File: config.mk
export PLATFORM = sky130hd
export DESIGN_NAME = arcade_io_top
export DESIGN_NICKNAME = d
export VERILOG_FILES = /design/src/arcade_pkg.sv /design/src/key_decoder.sv /design/src/control_mapper.sv /design/src/audio_dac.sv /design/src/video_shade.sv /design/src/arcade_io_top.sv
export VERILOG_INCLUDE_DIRS = /design/src
export SDC_FILE = /design/constraint.sdc
export NUM_CORES = 1
export LEC_CHECK = 0
export BUFFER_PORTS_ARGS = -buffer_cell sky130_fd_sc_hd__buf_4
export CAP_MARGIN = 0
export CORE_MARGIN = 2
export CORE_UTILIZATION = 30
export DETAILED_ROUTE_END_ITERATION = 8
export SLEW_MARGIN = 20
export SYNTH_ARGS = -nofsm -noshare
export SYNTH_HDL_FRONTEND = slang
export SYNTH_SLANG_ARGS = --single-unit
File: constraint.sdc
create_clock -name clk_24 -period 5.6 [get_ports clk_24]
set_clock_uncertainty 0.15 [all_clocks]
set_input_delay 0.56 -clock clk_24 [delete_from_list [all_inputs] [get_ports clk_24]]
set_output_delay 0.56 -clock clk_24 [all_outputs]
set_load 0.05 [all_outputs]
File: src/arcade_cfg.svh
// Arcade adapter widths
// Joystick, audio and colour sizes

`ifndef ARCADE_CFG_SVH
`define ARCADE_CFG_SVH

// ================================================
// Joystick word
// ================================================
`define ARC_JOY_W      8
`define ARC_JOY_RIGHT  0
`define ARC_JOY_LEFT   1
`define ARC_JOY_DOWN   2
`define ARC_JOY_UP     3
`define ARC_JOY_FIRE   4
`define ARC_JOY_BOMB   5

// ================================================
// Audio
// ================================================
`define ARC_SND_W      8   // Per core channel
`define ARC_MIX_W      11  // 4*B + A
`define ARC_DAC_W      16  // Mix padded with zeros below

// Colour channels, core side and VGA side
`define ARC_COL_IN_W   3
`define ARC_COL_OUT_W  6

`endif

File: src/arcade_pkg.sv
// Arcade adapter types

package arcade_pkg;

	// Keyboard event word layout
	localparam int unsigned KEY_EV_W       = 11;
	localparam int unsigned KEY_TOGGLE_BIT = 10;
	localparam int unsigned KEY_PRESS_BIT  = 9;

	localparam int unsigned BTN_N = 10;  // Keyboard buttons tracked

	// Scan codes that the cabinet reacts to
	typedef enum logic [7:0] {
		KEY_START1 = 8'h05,  // F1
		KEY_START2 = 8'h06,  // F2
		KEY_FIRE2  = 8'h11,  // Alt
		KEY_FIRE3  = 8'h14,  // Ctrl
		KEY_FIRE1  = 8'h29,  // Space
		KEY_LEFT   = 8'h6B,
		KEY_DOWN   = 8'h72,
		KEY_RIGHT  = 8'h74,
		KEY_UP     = 8'h75,
		KEY_COIN   = 8'h76   // Esc
	} key_code_e;

	// Bit positions in the button vector
	typedef enum logic [3:0] {
		BTN_UP     = 4'd0,
		BTN_DOWN   = 4'd1,
		BTN_LEFT   = 4'd2,
		BTN_RIGHT  = 4'd3,
		BTN_COIN   = 4'd4,
		BTN_START1 = 4'd5,
		BTN_START2 = 4'd6,
		BTN_FIRE1  = 4'd7,
		BTN_FIRE2  = 4'd8,
		BTN_FIRE3  = 4'd9
	} btn_idx_e;

endpackage

File: src/key_decoder.sv
// Keyboard event decoder
// Toggle-marked scan codes to held button levels

module key_decoder (
	input  logic                                clk_24,
	input  logic                                arst_n,
	input  logic [arcade_pkg::KEY_EV_W-1:0]     key_event,
	output logic [arcade_pkg::BTN_N-1:0]        buttons
);

	logic                  toggle_q;  // Toggle bit from the previous cycle
	logic                  new_event;
	logic                  pressed;
	arcade_pkg::key_code_e code;

	// A fresh event is marked only by a flip of the toggle bit
	assign new_event = key_event[arcade_pkg::KEY_TOGGLE_BIT] != toggle_q;
	assign pressed   = key_event[arcade_pkg::KEY_PRESS_BIT];
	assign code      = arcade_pkg::key_code_e'(key_event[7:0]);

	always_ff @(posedge clk_24 or negedge arst_n) begin
		if (!arst_n) begin
			toggle_q <= 1'b0;
		end else begin
			toggle_q <= key_event[arcade_pkg::KEY_TOGGLE_BIT];
		end
	end

	// ================================================
	// Button levels
	// ================================================
	always_ff @(posedge clk_24 or negedge arst_n) begin
		if (!arst_n) begin
			buttons <= '0;
		end else if (new_event) begin
			case (code)
				arcade_pkg::KEY_UP:
					buttons[arcade_pkg::BTN_UP] <= pressed;
				arcade_pkg::KEY_DOWN:
					buttons[arcade_pkg::BTN_DOWN] <= pressed;
				arcade_pkg::KEY_LEFT:
					buttons[arcade_pkg::BTN_LEFT] <= pressed;
				arcade_pkg::KEY_RIGHT:
					buttons[arcade_pkg::BTN_RIGHT] <= pressed;
				arcade_pkg::KEY_COIN:
					buttons[arcade_pkg::BTN_COIN] <= pressed;
				arcade_pkg::KEY_START1:
					buttons[arcade_pkg::BTN_START1] <= pressed;
				arcade_pkg::KEY_START2:
					buttons[arcade_pkg::BTN_START2] <= pressed;
				arcade_pkg::KEY_FIRE1:
					buttons[arcade_pkg::BTN_FIRE1] <= pressed;
				arcade_pkg::KEY_FIRE2:
					buttons[arcade_pkg::BTN_FIRE2] <= pressed;
				arcade_pkg::KEY_FIRE3:
					buttons[arcade_pkg::BTN_FIRE3] <= pressed;
				default: begin
					// Other keys leave every level alone
				end
			endcase
		end
	end

endmodule

File: src/control_mapper.sv
// Player control mapper
// Keyboard and joystick merge with cabinet rotation

`include "arcade_cfg.svh"

module control_mapper (
	input  logic                          clk_24,
	input  logic                          arst_n,
	input  logic [arcade_pkg::BTN_N-1:0]  buttons,
	input  logic [`ARC_JOY_W-1:0]         joy_0,
	input  logic [`ARC_JOY_W-1:0]         joy_1,
	input  logic                          rotate,
	output logic                          ctl_up,
	output logic                          ctl_down,
	output logic                          ctl_left,
	output logic                          ctl_right,
	output logic                          ctl_fire,
	output logic                          ctl_bomb,
	output logic                          ctl_coin,
	output logic                          ctl_start1,
	output logic                          ctl_start2
);

	logic src_up, src_down, src_left, src_right;
	logic src_fire, src_bomb;

	// Each source is keyboard OR either stick
	assign src_up    = buttons[arcade_pkg::BTN_UP] | joy_0[`ARC_JOY_UP] | joy_1[`ARC_JOY_UP];
	assign src_down  = buttons[arcade_pkg::BTN_DOWN] | joy_0[`ARC_JOY_DOWN]
		| joy_1[`ARC_JOY_DOWN];
	assign src_left  = buttons[arcade_pkg::BTN_LEFT] | joy_0[`ARC_JOY_LEFT]
		| joy_1[`ARC_JOY_LEFT];
	assign src_right = buttons[arcade_pkg::BTN_RIGHT] | joy_0[`ARC_JOY_RIGHT]
		| joy_1[`ARC_JOY_RIGHT];
	assign src_fire  = buttons[arcade_pkg::BTN_FIRE1] | joy_0[`ARC_JOY_FIRE]
		| joy_1[`ARC_JOY_FIRE];
	assign src_bomb  = buttons[arcade_pkg::BTN_FIRE2] | joy_0[`ARC_JOY_BOMB]
		| joy_1[`ARC_JOY_BOMB];

	// ================================================
	// Output register
	// ================================================
	always_ff @(posedge clk_24 or negedge arst_n) begin
		if (!arst_n) begin
			{ctl_up, ctl_down, ctl_left, ctl_right} <= 4'b0000;
			{ctl_fire, ctl_bomb}                    <= 2'b00;
			{ctl_coin, ctl_start1, ctl_start2}      <= 3'b000;
		end else begin
			// Rotate low means the monitor sits a quarter turn round
			ctl_up     <= rotate ? src_up    : src_left;
			ctl_down   <= rotate ? src_down  : src_right;
			ctl_left   <= rotate ? src_left  : src_down;
			ctl_right  <= rotate ? src_right : src_up;
			ctl_fire   <= src_fire;
			ctl_bomb   <= src_bomb;
			ctl_coin   <= buttons[arcade_pkg::BTN_COIN];    // Keyboard only
			ctl_start1 <= buttons[arcade_pkg::BTN_START1];
			ctl_start2 <= buttons[arcade_pkg::BTN_START2];
		end
	end

endmodule

File: src/audio_dac.sv
// Sound mixer and sigma-delta DAC

`include "arcade_cfg.svh"

module audio_dac (
	input  logic                  clk_24,
	input  logic                  arst_n,
	input  logic                  sample_strobe,
	input  logic [`ARC_SND_W-1:0] snd_a,
	input  logic [`ARC_SND_W-1:0] snd_b,
	output logic                  audio_l,
	output logic                  audio_r
);

	logic [`ARC_MIX_W-1:0] mix_d;
	logic [`ARC_MIX_W-1:0] mix_q;      // Latched sample
	logic [`ARC_DAC_W-1:0] dac_word;
	logic [`ARC_DAC_W-1:0] acc_q;
	logic [`ARC_DAC_W:0]   acc_sum;    // One extra bit for the carry
	logic                  dac_bit_q;

	// ================================================
	// Mixer
	// ================================================
	// Channel B weighs four times channel A
	assign mix_d = `ARC_MIX_W'({snd_b, 2'b00}) + `ARC_MIX_W'(snd_a);

	always_ff @(posedge clk_24 or negedge arst_n) begin
		if (!arst_n) begin
			mix_q <= '0;
		end else if (sample_strobe) begin
			mix_q <= mix_d;
		end
	end

	// Left-justify the mix in the DAC word
	assign dac_word = {mix_q, {(`ARC_DAC_W - `ARC_MIX_W){1'b0}}};

	// ================================================
	// First-order sigma-delta
	// ================================================
	assign acc_sum = {1'b0, acc_q} + {1'b0, dac_word};

	// Carry density over 2^16 cycles equals dac_word
	always_ff @(posedge clk_24 or negedge arst_n) begin
		if (!arst_n) begin
			acc_q     <= '0;
			dac_bit_q <= 1'b0;
		end else begin
			acc_q     <= acc_sum[`ARC_DAC_W-1:0];
			dac_bit_q <= acc_sum[`ARC_DAC_W];
		end
	end

	// Mono board, same stream on both pins
	assign audio_l = dac_bit_q;
	assign audio_r = dac_bit_q;

endmodule

File: src/video_shade.sv
// Pixel shading pipeline
// Blanking, colour widening and scanline dimming

`include "arcade_cfg.svh"

module video_shade (
	input  logic                      clk_24,
	input  logic                      arst_n,
	input  logic                      ce_pix,
	input  logic [`ARC_COL_IN_W-1:0]  red_in,
	input  logic [`ARC_COL_IN_W-1:0]  green_in,
	input  logic [`ARC_COL_IN_W-1:0]  blue_in,
	input  logic                      hblank,
	input  logic                      vblank,
	input  logic                      hsync_in,
	input  logic                      vsync_in,
	input  logic [1:0]                scanlines,
	output logic [`ARC_COL_OUT_W-1:0] red,
	output logic [`ARC_COL_OUT_W-1:0] green,
	output logic [`ARC_COL_OUT_W-1:0] blue,
	output logic                      hsync,
	output logic                      vsync
);

	logic [`ARC_COL_OUT_W-1:0] red_1, green_1, blue_1;
	logic                      hs_1, vs_1;
	logic                      odd_line;   // Parity of the line in stage one
	logic                      blank;
	logic                      dim_en;

	// Repeat the 3 bits so full scale maps to full scale
	function automatic logic [`ARC_COL_OUT_W-1:0] widen(input logic [`ARC_COL_IN_W-1:0] c);
		return {2{c}};
	endfunction

	// c - lvl * (c / 4)
	function automatic logic [`ARC_COL_OUT_W-1:0] darken(
		input logic [`ARC_COL_OUT_W-1:0] c,
		input logic [1:0]                lvl
	);
		logic [`ARC_COL_OUT_W-1:0] step;
		step = c[`ARC_COL_OUT_W-1:2] * lvl;
		return c - step;
	endfunction

	assign blank  = hblank | vblank;
	assign dim_en = odd_line && (scanlines != 2'd0);

	// ================================================
	// Stage one
	// ================================================
	always_ff @(posedge clk_24 or negedge arst_n) begin
		if (!arst_n) begin
			{red_1, green_1, blue_1} <= '0;
			{hs_1, vs_1, odd_line}   <= 3'b000;
		end else if (ce_pix) begin
			red_1   <= blank ? '0 : widen(red_in);
			green_1 <= blank ? '0 : widen(green_in);
			blue_1  <= blank ? '0 : widen(blue_in);
			hs_1    <= hsync_in;
			vs_1    <= vsync_in;
			if (vsync_in && !vs_1) begin
				odd_line <= 1'b0;            // New frame starts even
			end else if (hsync_in && !hs_1) begin
				odd_line <= ~odd_line;
			end
		end
	end

	// ================================================
	// Stage two
	// ================================================
	always_ff @(posedge clk_24 or negedge arst_n) begin
		if (!arst_n) begin
			{red, green, blue} <= '0;
			{hsync, vsync}     <= 2'b00;
		end else if (ce_pix) begin
			red   <= dim_en ? darken(red_1, scanlines) : red_1;
			green <= dim_en ? darken(green_1, scanlines) : green_1;
			blue  <= dim_en ? darken(blue_1, scanlines) : blue_1;
			hsync <= hs_1;
			vsync <= vs_1;
		end
	end

endmodule

File: src/arcade_io_top.sv
// Arcade board-side adapter
// Controls, audio and video around the core

`include "arcade_cfg.svh"

module arcade_io_top (
	input  logic                            clk_24,
	input  logic                            arst_n,
	// Keyboard and sticks
	input  logic [arcade_pkg::KEY_EV_W-1:0] key_event,
	input  logic [`ARC_JOY_W-1:0]           joy_0,
	input  logic [`ARC_JOY_W-1:0]           joy_1,
	input  logic                            rotate,
	output logic                            ctl_up,
	output logic                            ctl_down,
	output logic                            ctl_left,
	output logic                            ctl_right,
	output logic                            ctl_fire,
	output logic                            ctl_bomb,
	output logic                            ctl_coin,
	output logic                            ctl_start1,
	output logic                            ctl_start2,
	// Sound
	input  logic                            sample_strobe,
	input  logic [`ARC_SND_W-1:0]           snd_a,
	input  logic [`ARC_SND_W-1:0]           snd_b,
	output logic                            audio_l,
	output logic                            audio_r,
	// Video
	input  logic                            ce_pix,
	input  logic [`ARC_COL_IN_W-1:0]        red_in,
	input  logic [`ARC_COL_IN_W-1:0]        green_in,
	input  logic [`ARC_COL_IN_W-1:0]        blue_in,
	input  logic                            hblank,
	input  logic                            vblank,
	input  logic                            hsync_in,
	input  logic                            vsync_in,
	input  logic [1:0]                      scanlines,
	output logic [`ARC_COL_OUT_W-1:0]       red,
	output logic [`ARC_COL_OUT_W-1:0]       green,
	output logic [`ARC_COL_OUT_W-1:0]       blue,
	output logic                            hsync,
	output logic                            vsync
);

	logic [arcade_pkg::BTN_N-1:0] buttons;  // Decoder to mapper

	// ================================================
	// Control path
	// ================================================
	key_decoder i_key_decoder (
		.clk_24    (clk_24),
		.arst_n    (arst_n),
		.key_event (key_event),
		.buttons   (buttons)
	);

	control_mapper i_control_mapper (
		.clk_24     (clk_24),
		.arst_n     (arst_n),
		.buttons    (buttons),
		.joy_0      (joy_0),
		.joy_1      (joy_1),
		.rotate     (rotate),
		.ctl_up     (ctl_up),
		.ctl_down   (ctl_down),
		.ctl_left   (ctl_left),
		.ctl_right  (ctl_right),
		.ctl_fire   (ctl_fire),
		.ctl_bomb   (ctl_bomb),
		.ctl_coin   (ctl_coin),
		.ctl_start1 (ctl_start1),
		.ctl_start2 (ctl_start2)
	);

	// Audio and video paths
	audio_dac i_audio_dac (
		.clk_24        (clk_24),
		.arst_n        (arst_n),
		.sample_strobe (sample_strobe),
		.snd_a         (snd_a),
		.snd_b         (snd_b),
		.audio_l       (audio_l),
		.audio_r       (audio_r)
	);

	video_shade i_video_shade (
		.clk_24    (clk_24),
		.arst_n    (arst_n),
		.ce_pix    (ce_pix),
		.red_in    (red_in),
		.green_in  (green_in),
		.blue_in   (blue_in),
		.hblank    (hblank),
		.vblank    (vblank),
		.hsync_in  (hsync_in),
		.vsync_in  (vsync_in),
		.scanlines (scanlines),
		.red       (red),
		.green     (green),
		.blue      (blue),
		.hsync     (hsync),
		.vsync     (vsync)
	);

endmodule

==> Word-level counts from Yosys, hierarchy flattened <==
Index checks and enable logic that the tools add are counted.
W data, S select, Z words.
{ "word_totals": {"ff_bits": 88, "out_inout_bits": 31, "wordCells": 94} }
{ "classes": {"addsub": 5, "multipliers": 3, "eq_ne": 10, "n_mux": 12, "n_bitwise": 14, "n_reduce_logical": 17} }
{ "op_table": {"columns": ["operator", "n"], "rows": [
  ["$eq A8 B7 Y1 const B", 5],
  ["$mux W6", 6],
  ["$reduce_and A2 Y1", 10],
  ["$mul A4 B2 Y6", 3],
  ["$sub A6 B6 Y6", 3],
  ["$add A16 B16 Y17", 1],
  ["$eq A8 B3 Y1 const B", 2],
  ["$or A1 B1 Y1", 13],
  ["$add A10 B8 Y11", 1],
  ["$eq A8 B5 Y1 const B", 1],
  ["$eq A8 B6 Y1 const B", 1],
  ["$mux W1", 6],
  ["$reduce_bool A2 Y1", 2],
  ["$logic_and A1 B1 Y1", 3],
  ["$logic_not A1 Y1", 2],
  ["$ne A1 B1 Y1", 1],
  ["$not A1 Y1", 1]
]} }

==> Logic depth before layout (Yosys ltp) <==
{ "depth": {"ltp_word": 4, "depth_mapped": 11} }

==> Modules after synthesis <==
From an unflattened synthesis, not the netlist that was laid out.
{ "unflattened": {"cells_unflattened": 485, "hier_area_um2": 4909.7} }
{ "by_module_without_submodules": {"columns": ["module", "instances", "cells_per_inst", "area_per_inst_um2", "seq_area_each_um2"], "rows": [
  ["video_shade", 1, 275, 2507.4, 800.8],
  ["audio_dac", 1, 146, 1507.7, 575.6],
  ["key_decoder", 1, 44, 591.8, 275.3],
  ["control_mapper", 1, 20, 302.8, 225.2]
]} }

==> Worst setup path after synthesis <==
Ideal clock, no wire load.
{ "synth_timing": {"kind": "input to register", "start": "input scanlines[1]", "end": "register i_video_shade.blue[4]", "arrival_ps": 2373, "required_ps": 5368, "path_slack_ps": 2995, "stages": 10, "n_path_buf": 1, "path_cell_list": "buf_2 -> and2_1 -> fa_1 -> inv_1 -> ha_1 -> a21o_1 -> a21oi_1 -> xnor2_1 -> nand2_1 -> a31oi_1"} }
{ "synth_between": {"elab_chain_cells": 3, "elab_cells_between_ends": 5, "classes_between": "add/sub (1); mul (1); mux (1); reduce/logical (2)"} }
{ "synth_rtl": {"columns": ["item", "line_no", "text"], "rows": [
  ["from (decl)", "arcade_io_top.sv:38", "input logic [1:0] scanlines,"],
  ["$mul A4 B2 Y6 / $reduce_bool A2 Y1 (equally long branches)", "video_shade.sv:42, video_shade.sv:47", null],
  ["$sub A6 B6 Y6 / $logic_and A1 B1 Y1 (equally long branches)", "video_shade.sv:43, video_shade.sv:47", null],
  ["$mux W6 *", "video_shade.sv:80", "blue <= dim_en ? darken(blue_1, scanlines) : blue_1;"],
  ["to (signal assigned)", "video_shade.sv:80", null],
  ["to (decl)", "video_shade.sv:20", "output logic [`ARC_COL_OUT_W-1:0] blue,"]
]} }
Every way passes the cells marked *; elsewhere a longest branch is shown, timed or not.
A chain may end at the register's enable or synchronous reset.

==> Worst setup path in the final report <==
{ "layout_timing": {"start": "register i_video_shade.red_1[4]", "end": "register i_video_shade.red[4]"} }
{ "layout_between": {"elab_chain_cells": 3} }
{ "layout_rtl": {"columns": ["item", "line_no", "text"], "rows": [
  ["from (decl)", "video_shade.sv:25", "logic [`ARC_COL_OUT_W-1:0] red_1, green_1, blue_1;"],
  ["from (signal assigned)", "video_shade.sv:57", "red_1 <= blank ? '0 : widen(red_in);"],
  ["$mul A4 B2 Y6", "video_shade.sv:42", "step = c[`ARC_COL_OUT_W-1:2] * lvl;"],
  ["$sub A6 B6 Y6", "video_shade.sv:43", "return c - step;"],
  ["$mux W6 *", "video_shade.sv:78", "red <= dim_en ? darken(red_1, scanlines) : red_1;"],
  ["to (signal assigned)", "video_shade.sv:78", null],
  ["to (decl)", "video_shade.sv:18", "output logic [`ARC_COL_OUT_W-1:0] red,"]
]} }
Marked as above.

==> impl_metrics.csv <==
group,metric,value,unit
critical_path,startpoint,"i_video_shade.red_1[4]",
critical_path,rr_startpoint,"i_video_shade.red_1[4]",
critical_path,cp.arrival,2.72,ns
logic_synthesis,async_flop_share,100,%
critical_path,cp-end-kind,"register",
cts,clk_latency,0.34,ns
cells_and_area,fin_cells,775,
power_and_ir_drop,clockPowerShare,28.2,%
die,io_pins,94,
cts,cts_setup_buffers,0,
route,drc,0,
global_route,grt_pass1_wl,17.6,mm
timing,hold_violations,0,
logic_synthesis,syn_inst,475,
cts,cts_buffer_depth,2,
placement,dp_hpwl,7.76,mm
logic_synthesis,ys_seq_area_share,39.4,%
route,viasPerCell,4.82,
critical_path,reg2reg_to,"i_video_shade.red[4]",
timing,layout_setup_ws,2.99,ns
critical_path,crit_fanout,8,
critical_path,cp-start-kind,"register",
critical_path,regToRegSetupSlack,2.99,ns
power_and_ir_drop,combPwrFrac,38.2,%
cells_and_area,nNetsFinal,674,
route,wl_per_cell,13.6,µm
worst_hold_path,hp-class,"in -> reg",
placement,place.port_buffers,88,
timing,tightestPinTransition,0.957,ns
placement,gp_congestion,0.878,
logic_synthesis,ys.flop_type,"dfrtp_1",
route,vias,3738,
status,status,"completed",
global_route,overflow,0,
route,drtPass1Iterations,5,
logic_synthesis,yosysUniqueCellTypes,49,
power_and_ir_drop,pwr-share-seq,33.6,%
timing,rsz0062_at_grt,"false",
power_and_ir_drop,leakagePower,0.00273,µW
cts,holdBufCountCts,0,
global_route,first_global_vias,3749,
power_and_ir_drop,ir_drop,0.182,mV
die,core.rowCount,45,
power_and_ir_drop,p_int,1310,µW
cells_and_area,utilization,38.3,%
die,die_h,129,µm
timing,min_period,2.61,ns
logic_synthesis,syn_avg_cell_area,9.89,µm²
die,initial_utilization,30.8,%
cells_and_area,layout_commonest_cell,"buf_4",
global_route,antenna_found_initial,0,
timing,clock.fmax,383,MHz
timing,finalSetupTns,0,ns
timing,setup_viol,0,
die,die_x,129,µm
placement,post-place-ws,2.81,ns
cts,cts_made_buffers,9,
route,ant_nets,0,
flow_run,maxCapViolCount,0,
logic_synthesis,synth_edf_count,0,
cts,root_buffer,"clkbuf_16",
critical_path,worstSetupEndpoint,"i_video_shade.red[4]",
route,wl,10.5,mm
logic_synthesis,yosys_warnings,0,
cts,tritoncts,"built",
cts,path_clk_slew,0.06,ns
logic_synthesis,syn_nets,590,
cts,htreeDepth,3,
cells_and_area,final_cell_mix,"buf_4 (88), dfrtp_1 (74), nand2_1 (54), ha_1 (44), inv_1 (31)",
cells_and_area,drive_above_1_share,22.0,%
power_and_ir_drop,p_sw_share,36.0,%
timing,drv_slew,0,
critical_path,r2r_cells,9,
die,core-area,15300,µm²
power_and_ir_drop,p_per_area,350,nW/µm²
critical_path,cp.required,5.71,ns
global_route,track_usage,13.3,%
route,initialDrtViolationCount,131,
logic_synthesis,ys_seq_elements,74,
cts,cts_resized,0,
die,dieArea,16700,µm²
timing,slew_headroom,36.2,%
critical_path,path_class,"reg -> reg",
timing,fin_crit_sh,46.6,%
cells_and_area,syn2layout_area_growth,24.4,%
cts,cts_sinks,74,
placement,dp.cells,759,
global_route,grt_max_degree,75,
logic_synthesis,synthesis.area,4700,µm²
cells_and_area,n_antenna_cell,0,
power_and_ir_drop,p_sw,736,µW
worst min path at each step:
stage	startpoint	to	cells after the start
final	key_event[10]	i_key_decoder.toggle_q	1
after detailed placement	i_key_decoder.buttons[5]	i_control_mapper.ctl_start1	0
after global routing	key_event[10]	i_key_decoder.toggle_q	1
after CTS	key_event[10]	i_key_decoder.toggle_q	1
after floorplan	arst_n	i_audio_dac.acc_q[10]	0
after global placement	i_key_decoder.buttons[5]	i_control_mapper.ctl_start1	0
state kept, by name, summed over array words and instances, names as in the netlist, 3 cells and up:
| register | flops |
|---|---|
| i_audio_dac.acc_q | 11 |
| i_video_shade.blue_1 | 3 |
| i_video_shade.blue | 6 |
| i_video_shade.red_1 | 3 |
| i_key_decoder.buttons | 9 |
| i_video_shade.red | 6 |
| i_audio_dac.mix_q | 11 |
| i_video_shade.green_1 | 3 |
| i_video_shade.green | 6 |
cell families after synthesis:
kind of cell	Yosys count	synth area share (%)
flip-flops	74	39.4
adder cells (fa/ha/maj)	52	15.1
AND/OR/NAND/NOR	152	16.9
XOR/XNOR	26	4.85
multiplexers	29	6.82
buffers and inverters	47	3.99
AO/OA/AOI/OAI	95	12.9
stage by stage:
step	power (µW)	hold slack [ns]	cell area, µm²
floorplan	1270	0.114	4700
global placement	1450	0.216	5560
detailed placement	1480	0.212	5560
CTS	2070	0.170	5840
global route	2180	0.177	5840
finish	2040	0.189	5840
area by class of cell:
type / count / area, µm²
inverter: 32 / 120
tap: 211 / 264
multi-input combinational: 354 / 2660
timing repair buffer: 88 / 661
fill: 1516 / 9410
sequential: 74 / 1850
clock inverter: 5 / 55.1
clock buffer: 11 / 233
synthesized netlist by cell type (12+ instances only):
master | count | area (µm²)
a21o_1 | 15 | 113
a21oi_1 | 18 | 90.1
a31oi_1 | 17 | 106
and2_1 | 12 | 75.1
dfrtp_1 | 74 | 1850
ha_1 | 44 | 551
inv_1 | 31 | 116
mux2_2 | 15 | 169
nand2_1 | 54 | 203
nand3_1 | 13 | 65.1
nor2_1 | 21 | 78.8
o21ai_1 | 12 | 60.1
xnor2_1 | 13 | 114
xor2_1 | 13 | 114
critical path, cell delays in order, from the launching register on:
cell     delay [ns]
dfrtp_1        0.50
and2_1         0.23
fa_1           0.49
inv_1          0.05
ha_1           0.34
a21o_1         0.20
a21oi_1        0.17
xnor2_1        0.14
nand2_1        0.08
a31oi_1        0.18
power by group through the flow:
stage                     clock network [µW]  registers (µW)  logic [µW]
after floorplan                            0             793         482
after global placement                     0             694         759
after detailed placement                   0             698         783
after CTS                                596             688         788
after global routing                     616             699         864
final                                    577             686         781
per-layer routing:
metal | track usage [%] | wire (µm)
met5 | 0 | 0
met3 | 2.39 | 382
met2 | 20.9 | 4920
met4 | 7.61 | 265
met1 | 17.2 | 4940
Note: power is estimated with default switching activity, not from simulation.
